--- config.mk ---
export PLATFORM = sky130hd
export DESIGN_NAME = cpu8_sys
export DESIGN_NICKNAME = d
export VERILOG_FILES = /design/src/hdl/cpu8_pkg.sv /design/src/hdl/cpu8_sys.sv /design/src/hdl/cpu8_mem.sv /design/src/hdl/cpu8.sv /design/src/hdl/cpu8_alu.sv
export SDC_FILE = /design/constraint.sdc
export NUM_CORES = 2
export LEC_CHECK = 0
export BUFFER_PORTS_ARGS = -buffer_cell sky130_fd_sc_hd__buf_2
export CAP_MARGIN = 20
export CORE_UTILIZATION = 63
export DETAILED_ROUTE_END_ITERATION = 8
export PLACE_DENSITY_LB_ADDON = 0.12
export SLEW_MARGIN = 20
export SYNTH_ARGS = -nofsm -noshare
export SYNTH_HDL_FRONTEND = slang
export SYNTH_HIERARCHICAL = 1
export SYNTH_SLANG_ARGS = --single-unit
--- constraint.sdc ---
create_clock -name in_clk -period 6.8 [get_ports in_clk]
set_input_delay 0 -clock in_clk [delete_from_list [all_inputs] [get_ports in_clk]]
set_output_delay 0 -clock in_clk [all_outputs]
set_load 0.03 [all_outputs]
--- src/hdl/cpu8_pkg.sv ---
// cpu8 shared definitions
package cpu8_pkg;

  typedef logic [7:0] word_t;     // data word
  typedef logic [7:0] addr_t;     // memory address
  typedef logic [1:0] reg_idx_t;  // one of four registers

  // --------------------
  // special registers
  localparam reg_idx_t SP_IDX     = 2'd0;  // stack pointer
  localparam reg_idx_t STATUS_IDX = 2'd3;  // bit 0 is the condition

  // compare flag positions in the status word
  localparam int FLAG_EQ = 0;
  localparam int FLAG_NE = 1;
  localparam int FLAG_GT = 2;
  localparam int FLAG_GE = 3;
  localparam int FLAG_LT = 4;
  localparam int FLAG_LE = 5;

  // --------------------
  // opcode fields
  localparam int         IMM_BIT = 5;      // immediate word follows
  localparam logic [1:0] CLS_ONE = 2'b01;  // one-register class, 2-reg has bit 7 set

  // one-register sub-ops, bits 4..2
  localparam logic [2:0] OP_LDI  = 3'b000;  // with immediate
  localparam logic [2:0] OP_LDM  = 3'b001;
  localparam logic [2:0] OP_STM  = 3'b010;
  localparam logic [2:0] OP_JC   = 3'b000;  // without immediate
  localparam logic [2:0] OP_JMP  = 3'b001;
  localparam logic [2:0] OP_JR   = 3'b010;
  localparam logic [2:0] OP_CALL = 3'b011;
  localparam logic [2:0] OP_NOT  = 3'b100;
  localparam logic [2:0] OP_LNOT = 3'b101;
  localparam logic [2:0] OP_PUSH = 3'b110;
  localparam logic [2:0] OP_POP  = 3'b111;

  // zero-register ops, bits 5..0 with the immediate bit clear
  localparam logic [5:0] OP_HALT = 6'd0;
  localparam logic [5:0] OP_NOP  = 6'd1;
  localparam logic [5:0] OP_RET  = 6'd2;
  localparam logic [5:0] OP_SNE  = 6'd4;
  localparam logic [5:0] OP_SGT  = 6'd5;
  localparam logic [5:0] OP_SGE  = 6'd6;
  localparam logic [5:0] OP_SLT  = 6'd7;
  localparam logic [5:0] OP_SLE  = 6'd8;

  typedef enum logic [2:0] {FETCH, DECODE, LOAD_IMM, EXEC, WRITE_MEM, HALT} cycle_t;
  typedef enum logic [2:0] {MOV, ADD, SUB, SHL, SHR, CMP, AND, OR} alu_op_t;

endpackage
--- src/hdl/cpu8_sys.sv ---
// cpu8 system top
`timescale 1ns/1ps

module cpu8_sys #(
  parameter cpu8_pkg::addr_t ENTRY_ADDR  = 8'h00,  // program start
  parameter int              WAIT_STATES = 1       // memory latency
) (
  input  logic            in_clk,
  input  logic            in_rst,
  input  logic            load_en,     // program load, under reset only
  input  cpu8_pkg::addr_t load_addr,
  input  cpu8_pkg::word_t load_data,
  output logic            wr_valid,
  output cpu8_pkg::addr_t wr_addr,
  output cpu8_pkg::word_t wr_data,
  output logic            halted,
  output cpu8_pkg::word_t instr
);
  import cpu8_pkg::*;

  // core to memory bus
  logic  mem_req;
  logic  mem_write;
  logic  mem_ack;
  addr_t mem_addr;
  word_t mem_wdata;
  word_t mem_rdata;

  cpu8 #(
    .ENTRY_ADDR (ENTRY_ADDR)
  ) i_cpu (
    .in_clk    (in_clk),
    .in_rst    (in_rst),
    .mem_ack   (mem_ack),
    .mem_rdata (mem_rdata),
    .mem_req   (mem_req),
    .mem_write (mem_write),
    .mem_addr  (mem_addr),
    .mem_wdata (mem_wdata),
    .instr     (instr),
    .halted    (halted)
  );

  cpu8_mem #(
    .WAIT_STATES (WAIT_STATES)
  ) i_mem (
    .in_clk    (in_clk),
    .in_rst    (in_rst),
    .mem_req   (mem_req),
    .mem_write (mem_write),
    .mem_addr  (mem_addr),
    .mem_wdata (mem_wdata),
    .mem_ack   (mem_ack),
    .mem_rdata (mem_rdata),
    .load_en   (load_en),
    .load_addr (load_addr),
    .load_data (load_data),
    .wr_valid  (wr_valid),
    .wr_addr   (wr_addr),
    .wr_data   (wr_data)
  );

endmodule

--- src/hdl/cpu8_mem.sv ---
// cpu8 wait-state memory
`timescale 1ns/1ps

module cpu8_mem #(
  parameter int WAIT_STATES = 1  // cycles before acknowledge
) (
  input  logic            in_clk,
  input  logic            in_rst,
  input  logic            mem_req,
  input  logic            mem_write,
  input  cpu8_pkg::addr_t mem_addr,
  input  cpu8_pkg::word_t mem_wdata,
  output logic            mem_ack,
  output cpu8_pkg::word_t mem_rdata,
  input  logic            load_en,
  input  cpu8_pkg::addr_t load_addr,
  input  cpu8_pkg::word_t load_data,
  output logic            wr_valid,    // one pulse per committed write
  output cpu8_pkg::addr_t wr_addr,
  output cpu8_pkg::word_t wr_data
);
  import cpu8_pkg::*;

  localparam int CNT_W = (WAIT_STATES > 0) ? $clog2(WAIT_STATES + 1) : 1;

  word_t            mem [256];
  logic             busy;      // request latched
  logic [CNT_W-1:0] cnt;       // wait states left
  addr_t            addr_q;
  word_t            wdata_q;
  logic             write_q;

  assign mem_ack   = busy && (cnt == '0);
  assign mem_rdata = mem[addr_q];  // valid with the acknowledge

  // --------------------
  // request tracking
  always_ff @(posedge in_clk) begin
    if (in_rst) begin
      busy     <= 1'b0;
      cnt      <= '0;
      wr_valid <= 1'b0;
    end else begin
      wr_valid <= mem_ack && write_q;
      if (!busy) begin
        busy <= mem_req;              // accept only when idle
        cnt  <= CNT_W'(WAIT_STATES);
      end else if (mem_ack) begin
        busy <= 1'b0;
      end else begin
        cnt <= cnt - 1'b1;
      end
    end
  end

  always_ff @(posedge in_clk) begin
    if (!busy && mem_req) begin
      addr_q  <= mem_addr;
      wdata_q <= mem_wdata;
      write_q <= mem_write;
    end
    if (mem_ack) begin
      wr_addr <= addr_q;              // monitor copy of the commit
      wr_data <= wdata_q;
    end
  end

  // --------------------
  // array port, load first
  always_ff @(posedge in_clk) begin
    if (load_en) begin
      mem[load_addr] <= load_data;
    end else if (mem_ack && write_q) begin
      mem[addr_q] <= wdata_q;         // commit on the ack edge
    end
  end

  a_ack_single: assert property (@(posedge in_clk) disable iff (in_rst)
    mem_ack |=> !mem_ack);

endmodule

--- src/hdl/cpu8.sv ---
// cpu8 multi-cycle core
`timescale 1ns/1ps

module cpu8 #(
  parameter cpu8_pkg::addr_t ENTRY_ADDR = 8'h00  // pc after reset
) (
  input  logic            in_clk,
  input  logic            in_rst,
  input  logic            mem_ack,
  input  cpu8_pkg::word_t mem_rdata,
  output logic            mem_req,
  output logic            mem_write,
  output cpu8_pkg::addr_t mem_addr,
  output cpu8_pkg::word_t mem_wdata,
  output cpu8_pkg::word_t instr,      // current instruction
  output logic            halted
);
  import cpu8_pkg::*;

  cycle_t     cycle, next_cycle;
  logic       sub, next_sub;          // subcycle, 0 issue and 1 wait
  word_t      next_instr;
  logic       next_mem_req;
  logic       next_mem_write;
  addr_t      next_mem_addr;
  word_t      next_mem_wdata;
  addr_t      pc, next_pc;
  word_t      regs [4];
  word_t      next_regs [4];
  reg_idx_t   ra, next_ra;            // aa field
  reg_idx_t   rb, next_rb;            // bb field
  word_t      imm, next_imm;          // immediate word
  logic       rd_issue;               // exec op starts a memory read
  alu_op_t    alu_op;
  word_t      alu_result;
  word_t      alu_flags;
  logic [2:0] flag_sel;               // status bit for a select op

  assign alu_op   = alu_op_t'(instr[6:4]);
  assign flag_sel = 3'(instr[3:0] - 4'd3);  // sne..sle -> flag bits 1..5
  assign halted   = (cycle == HALT);

  cpu8_alu i_alu (
    .op     (alu_op),
    .a      (regs[ra]),
    .b      (regs[rb]),
    .result (alu_result),
    .flags  (alu_flags)
  );

  // --------------------
  // state registers
  always_ff @(posedge in_clk) begin
    if (in_rst) begin
      cycle     <= FETCH;
      sub       <= 1'b0;
      pc        <= ENTRY_ADDR;
      instr     <= '0;
      mem_req   <= 1'b0;
      mem_write <= 1'b0;
      regs      <= '{default: '0};
    end else begin
      cycle     <= next_cycle;
      sub       <= next_sub;
      pc        <= next_pc;
      instr     <= next_instr;
      mem_req   <= next_mem_req;
      mem_write <= next_mem_write;
      regs      <= next_regs;
    end
  end

  // address, data and operand latches
  always_ff @(posedge in_clk) begin
    mem_addr  <= next_mem_addr;
    mem_wdata <= next_mem_wdata;
    ra        <= next_ra;
    rb        <= next_rb;
    imm       <= next_imm;
  end

  // --------------------
  // fetch / decode / exec
  always_comb begin
    next_cycle     = cycle;
    next_sub       = sub;
    next_instr     = instr;
    next_mem_req   = 1'b0;            // read request is a one-cycle pulse
    next_mem_write = mem_write;
    next_mem_addr  = mem_addr;
    next_mem_wdata = mem_wdata;
    next_pc        = pc;
    next_regs      = regs;
    next_ra        = ra;
    next_rb        = rb;
    next_imm       = imm;
    rd_issue       = 1'b0;

    case (cycle)
      FETCH, LOAD_IMM: begin
        if (!sub) begin
          next_mem_addr = pc;         // both read the word at pc
          next_pc       = pc + 8'd1;
          next_mem_req  = 1'b1;
          next_sub      = 1'b1;
        end else if (mem_ack) begin
          next_sub = 1'b0;
          if (cycle == FETCH) begin
            next_instr = mem_rdata;
            next_cycle = DECODE;
          end else begin
            next_imm   = mem_rdata;
            next_cycle = EXEC;
          end
        end
      end

      DECODE: begin
        next_cycle = EXEC;
        if (instr[7]) begin           // two-register form
          next_ra = instr[3:2];
          next_rb = instr[1:0];
        end else begin
          next_ra = instr[1:0];
          if (instr[7:6] == CLS_ONE && instr[IMM_BIT]) begin
            next_cycle = LOAD_IMM;
          end
        end
      end

      EXEC: begin
        next_cycle = FETCH;           // most ops finish here
        if (sub) begin                // second half of ldm, pop, ret
          next_cycle = EXEC;
          if (mem_ack) begin
            next_sub   = 1'b0;
            next_cycle = FETCH;
            if (instr[6]) begin
              next_regs[ra] = mem_rdata;  // ldm, pop
            end else begin
              next_pc = mem_rdata;        // ret
            end
          end
        end else if (instr[7]) begin
          case (alu_op)
            MOV:     next_regs[rb] = alu_result;
            CMP:     next_regs[STATUS_IDX] = alu_flags;
            default: next_regs[ra] = alu_result;
          endcase
        end else if (instr[7:6] == CLS_ONE && instr[IMM_BIT]) begin
          case (instr[4:2])
            OP_LDI: next_regs[ra] = imm;
            OP_LDM: begin
              next_mem_addr = imm;
              rd_issue      = 1'b1;
            end
            OP_STM: begin
              next_mem_addr  = imm;
              next_mem_wdata = regs[ra];
              next_cycle     = WRITE_MEM;
            end
            default: next_cycle = HALT;  // unknown
          endcase
        end else if (instr[7:6] == CLS_ONE) begin
          case (instr[4:2])
            OP_JC: begin
              if (regs[STATUS_IDX][0]) begin
                next_pc = regs[ra];
              end
            end
            OP_JMP:  next_pc = regs[ra];
            OP_JR:   next_pc = pc + regs[ra];  // pc already past the op
            OP_CALL, OP_PUSH: begin
              next_regs[SP_IDX] = regs[SP_IDX] - 8'd1;  // stack grows down
              next_mem_addr     = regs[SP_IDX] - 8'd1;
              next_mem_wdata    = regs[ra];
              next_cycle        = WRITE_MEM;
              if (instr[4:2] == OP_CALL) begin
                next_pc        = regs[ra];
                next_mem_wdata = pc;          // return address
              end
            end
            OP_NOT:  next_regs[ra] = ~regs[ra];
            OP_LNOT: next_regs[ra] = word_t'(regs[ra] == '0);
            OP_POP: begin
              next_regs[SP_IDX] = regs[SP_IDX] + 8'd1;
              next_mem_addr     = regs[SP_IDX];
              rd_issue          = 1'b1;
            end
            default: next_cycle = HALT;
          endcase
        end else begin
          case (instr[5:0])
            OP_HALT: next_cycle = HALT;
            OP_NOP:  next_cycle = FETCH;
            OP_RET: begin
              next_regs[SP_IDX] = regs[SP_IDX] + 8'd1;
              next_mem_addr     = regs[SP_IDX];
              rd_issue          = 1'b1;
            end
            OP_SNE, OP_SGT, OP_SGE, OP_SLT, OP_SLE: begin
              next_regs[STATUS_IDX][0] = regs[STATUS_IDX][flag_sel];
            end
            default: next_cycle = HALT;  // incl. the immediate form
          endcase
        end
        if (rd_issue) begin
          next_mem_req = 1'b1;
          next_sub     = 1'b1;
          next_cycle   = EXEC;        // wait for the read in subcycle 1
        end
      end

      WRITE_MEM: begin
        next_mem_req   = 1'b1;        // held until acknowledged
        next_mem_write = 1'b1;
        next_sub       = 1'b1;
        if (sub && mem_ack) begin
          next_mem_req   = 1'b0;
          next_mem_write = 1'b0;
          next_sub       = 1'b0;
          next_cycle     = FETCH;
        end
      end

      HALT: begin
        next_cycle = HALT;            // only reset leaves
      end

      default: begin
        next_cycle = HALT;
      end
    endcase
  end

  // --------------------
  // checks
  a_write_has_req: assert property (@(posedge in_clk) disable iff (in_rst)
    mem_write |-> mem_req);

  a_halt_sticky: assert property (@(posedge in_clk) disable iff (in_rst)
    cycle == HALT |=> cycle == HALT && !mem_req);

endmodule

--- src/hdl/cpu8_alu.sv ---
// cpu8 two-operand unit
`timescale 1ns/1ps

module cpu8_alu (
  input  cpu8_pkg::alu_op_t op,
  input  cpu8_pkg::word_t   a,       // register aa
  input  cpu8_pkg::word_t   b,       // register bb
  output cpu8_pkg::word_t   result,
  output cpu8_pkg::word_t   flags    // status word for cmp
);
  import cpu8_pkg::*;

  // --------------------
  // compare flags, unsigned
  always_comb begin
    flags          = '0;        // bits 7..6 stay clear
    flags[FLAG_EQ] = (a == b);
    flags[FLAG_NE] = (a != b);
    flags[FLAG_GT] = (a > b);
    flags[FLAG_GE] = (a >= b);
    flags[FLAG_LT] = (a < b);
    flags[FLAG_LE] = (a <= b);
  end

  // --------------------
  // result path
  always_comb begin
    result = a;                 // mov and cmp pass aa
    case (op)
      MOV: begin
        result = a;             // core writes it to bb
      end
      ADD: begin
        result = a + b;
      end
      SUB: begin
        result = a - b;         // wraps
      end
      SHL: begin
        result = a << b;
      end
      SHR: begin
        result = a >> b;        // logical
      end
      CMP: begin
        result = a;             // only flags matter
      end
      AND: begin
        result = a & b;
      end
      OR: begin
        result = a | b;
      end
      default: begin
        result = a;
      end
    endcase
  end

endmodule

==> flow_summary.yaml <==
outcome:
  status: "completed"
cells_and_area:
  area_growth_pct: 9.44
  seq_area_mm2: 0.0646
  nets: 5117
  multi_input_area_mm2: 0.0231
  drive_gt1_share_pct: 18.5
  final_common_cell: "edfxtp_1"
  n_fill_cell: 8841
  fin_area_mm2: 0.0981
  final_cells: 7115
  layout_common_cells: "edfxtp_1 (2,109), mux4_2 (439), nor2_1 (418)"
die:
  fp-row-count: 138
  core_mm2: 0.141
  die_area_mm2: 0.144
  die_x_um: 379
  ios: 45
  die_y_um: 379
  start_util_pct: 63.4
drt:
  drt_first_pass_iters: 6
  vias: 49600
  vias_per_cell: 6.97
  drt-initial-drc-count: 6287
  drcViolationCount: 0
  wl_per_cell_um: 32.0
  finalWirelength_mm: 227
  ant_nets: 0
timing:
  hold_viol: 0
  fin_crit_ns: 5.40
  maxSlewViolCount: 0
  fmax_mhz: 185
  timing.final.setup_violations: 0
  setup-tns-final_ns: 0
  max_slew_margin_pct: 23.1
  post-route-period-util_pct: 79.4
  fin_skew_ns: 0.0468
  grt_setup_unrepaired: "false"
  tightest_slew_ns: 1.15
synthesis:
  syn_inst: 5030
  ys_types: 95
  ys_seq_area_share_pct: 72.1
  synth-seq-cells: 2174
  synth_edf_count: 2109
  syn_avg_cell_area_um2: 17.8
  synthArstFlopShare_pct: 0
  syn_area_mm2: 0.0897
  yosysWarnings: 6
  ys.flop_type: "edfxtp_1"
placement:
  dp.cells: 6730
  dp_hpwl_mm: 138
  port_buffers: 44
  gp_congestion: 0.946
  post_dp_cell_area_mm2: 0.0914
worst_setup_path:
  crit_path_end_kind: "flop"
  crit_top_cell: "buf_4"
  cp_cell_sequence: "buf_4, buf_4, mux4_2, a22oi_1, a31oi_1, nor4_1, a211oi_2, a221oi_1, o21ai_0, mux2i_1, nor2_1"
  crit_fanout: 42
  crit_slowest_cell: "dfxtp_4"
  crit_required_ns: 7.46
  cp-start-kind: "flop"
  cp_data_arrival_time_ns: 6.06
  path_class: "reg2reg"
  slowest_delay_ns: 1.02
power_and_ir_drop:
  seq_power_share_pct: 51.0
  pwr-share-comb_pct: 10.2
  swShare_pct: 23.6
  leakagePower_nw: 30.6
  internal-power_mw: 22.3
  power_density_mw_per_mm2: 298
  vdd_drop_max_mv: 0.258
  pwr-share-clk_pct: 38.8
  p_total_mw: 29.2
  p_sw_mw: 6.89
grt:
  antenna_found_initial: 10
  grt_pass1_vias: 47600
  grt_first_pass_wirelength_mm: 329
  grt_use_total_pct: 32.0
  overflow: 0
  grt_max_degree: 223
clocking:
  clk_path_buf_depth: 3
  path_clk_slew_ns: 0.06
  tritoncts: "done"
  htreeDepth: 4
  cts_inserted_buffers: 208
  root_buffer: "clkbuf_16"
  clk_latency_ns: 0.84
  cts_setup_buffers: 0
  cts.sinks: 2174
job:
  maxCapViolCount: 0
min_path:
  holdCritPathClass: "in2reg"
[power by group through the flow]
stage                     clock, mW  combinational [mW]  sequential, mW
after detailed placement          0                2.93            15.2
after CTS                      11.4                2.94            14.9
after global routing           11.9                3.09            14.9
final                          11.3                2.98            14.9
after floorplan                   0                2.00            15.2
after global placement            0                2.89            15.2
[routing by layer]
metal | track usage, % | part of all wire, % | vias to the layer above
li1 | - | - | 20500
met1 | 45.9 | 38 | 25600
met2 | 48.3 | 47 | 2941
met3 | 6.91 | 11 | 515
met4 | 13.5 | 4.4 | 6
met5 | 0 | 0.016 | -
[final timing paths]
check                                         from  slack (ns)               end  depth (start not counted)
worst min-delay path                  load_data[7]        0.04   i_mem/mem[1][7]                          3
worst max-delay path                          flop        1.40    i_cpu/regs[15]                         11
worst max register to register                flop        1.40    i_cpu/regs[15]                         11
worst min register to register  i_cpu/mem_wdata[3]        0.41  i_mem/wdata_q[3]                          0
[state kept, by name, summed over array words and instances, names as in the netlist, 3 cells and up, named ones only]
register / cells
i_cpu/mem_addr: 8
i_mem/wdata_q: 8
i_cpu/pc: 8
i_mem/addr_q: 8
i_cpu/cycle: 3
i_mem/mem: 2048
i_mem/wr_addr: 8
i_cpu/regs: 32
i_cpu/instr: 8
i_mem/wr_data: 8
i_cpu/mem_wdata: 8
i_cpu/imm: 8
[kinds of logic (layout without fill, tap and decap cells)]
group | after synthesis | in the layout | synth area share, %
DFF | 2174 | 2174 | 72.1
and+or+nand+nor | 962 | 962 | 5.06
AOI/OAI and AO/OA | 770 | 770 | 5.92
muxes | 671 | 671 | 13.7
buffers and inverters | 378 | 570 | 2.34
adders and majority gates | 45 | 45 | 0.645
xor gates and xnor gates | 29 | 29 | 0.283
other | 1 | 4 | 0.00418
[area by class of cell]
class / count / share of cell area [%]
multi-input cells: 2479 / 23.5
repair buffers: 146 / 1.22
inverters: 47 / 0.180
clock buffers: 271 / 5.62
diodes: 2 / 0.00510
well taps: 1890 / 2.41
clock inverters: 106 / 1.13
flip-flops and latches: 2174 / 65.9
[stage by stage]
stage	util, %	setup WS, ns	hold slack, ns
after floorplan	-	1.80	0.0667
after global placement	64.6	0.773	0.401
after detailed placement	64.6	1.57	0.405
after CTS	69.4	1.51	0.0417
after global routing	69.4	1.22	0.0856
final	69.4	1.40	0.0352
[synthesized netlist by cell type, types with 14 or more instances]
master | instances | area [µm²]
a211oi_1 | 51 | 383
a21oi_1 | 167 | 836
a221oi_1 | 24 | 210
a22oi_1 | 134 | 1010
a31oi_1 | 34 | 213
and3_1 | 17 | 106
buf_1 | 23 | 86.3
buf_2 | 73 | 365
buf_4 | 28 | 210
buf_6 | 39 | 439
clkbuf_1 | 152 | 571
dfxtp_1 | 65 | 1300
edfxtp_1 | 2109 | 63300
ha_1 | 39 | 488
inv_1 | 45 | 169
mux2_2 | 32 | 360
mux2i_1 | 200 | 2000
mux4_2 | 439 | 9890
nand2_1 | 181 | 679
nand2b_1 | 37 | 231
nand3_1 | 67 | 335
nand3b_1 | 22 | 165
nor2_1 | 425 | 1600
nor2b_1 | 29 | 181
nor3_1 | 71 | 355
nor4_1 | 19 | 119
o211ai_1 | 15 | 113
o21ai_0 | 79 | 395
o221ai_1 | 53 | 464
o22ai_1 | 71 | 444
o31ai_1 | 17 | 128
xnor2_1 | 14 | 123
xor2_1 | 15 | 131
[worst max-delay path: cells and delay by family, from the launching register on]
| kind | cells | cell delay (ns) |
|---|---|---|
| flops | 1 | 1.02 |
| simple gates | 2 | 1.00 |
| compound gates | 5 | 1.38 |
| buf+inv | 2 | 1.05 |
| mux | 2 | 0.73 |
[timing repair]
| action | in CTS | in global routing |
|---|---|---|
| endpoints found under the hold margin | 138 | 0 |
| resized for setup | 0 | 0 |
| hold buffers | 5 | 0 |
(Power assumes the default switching activity.)
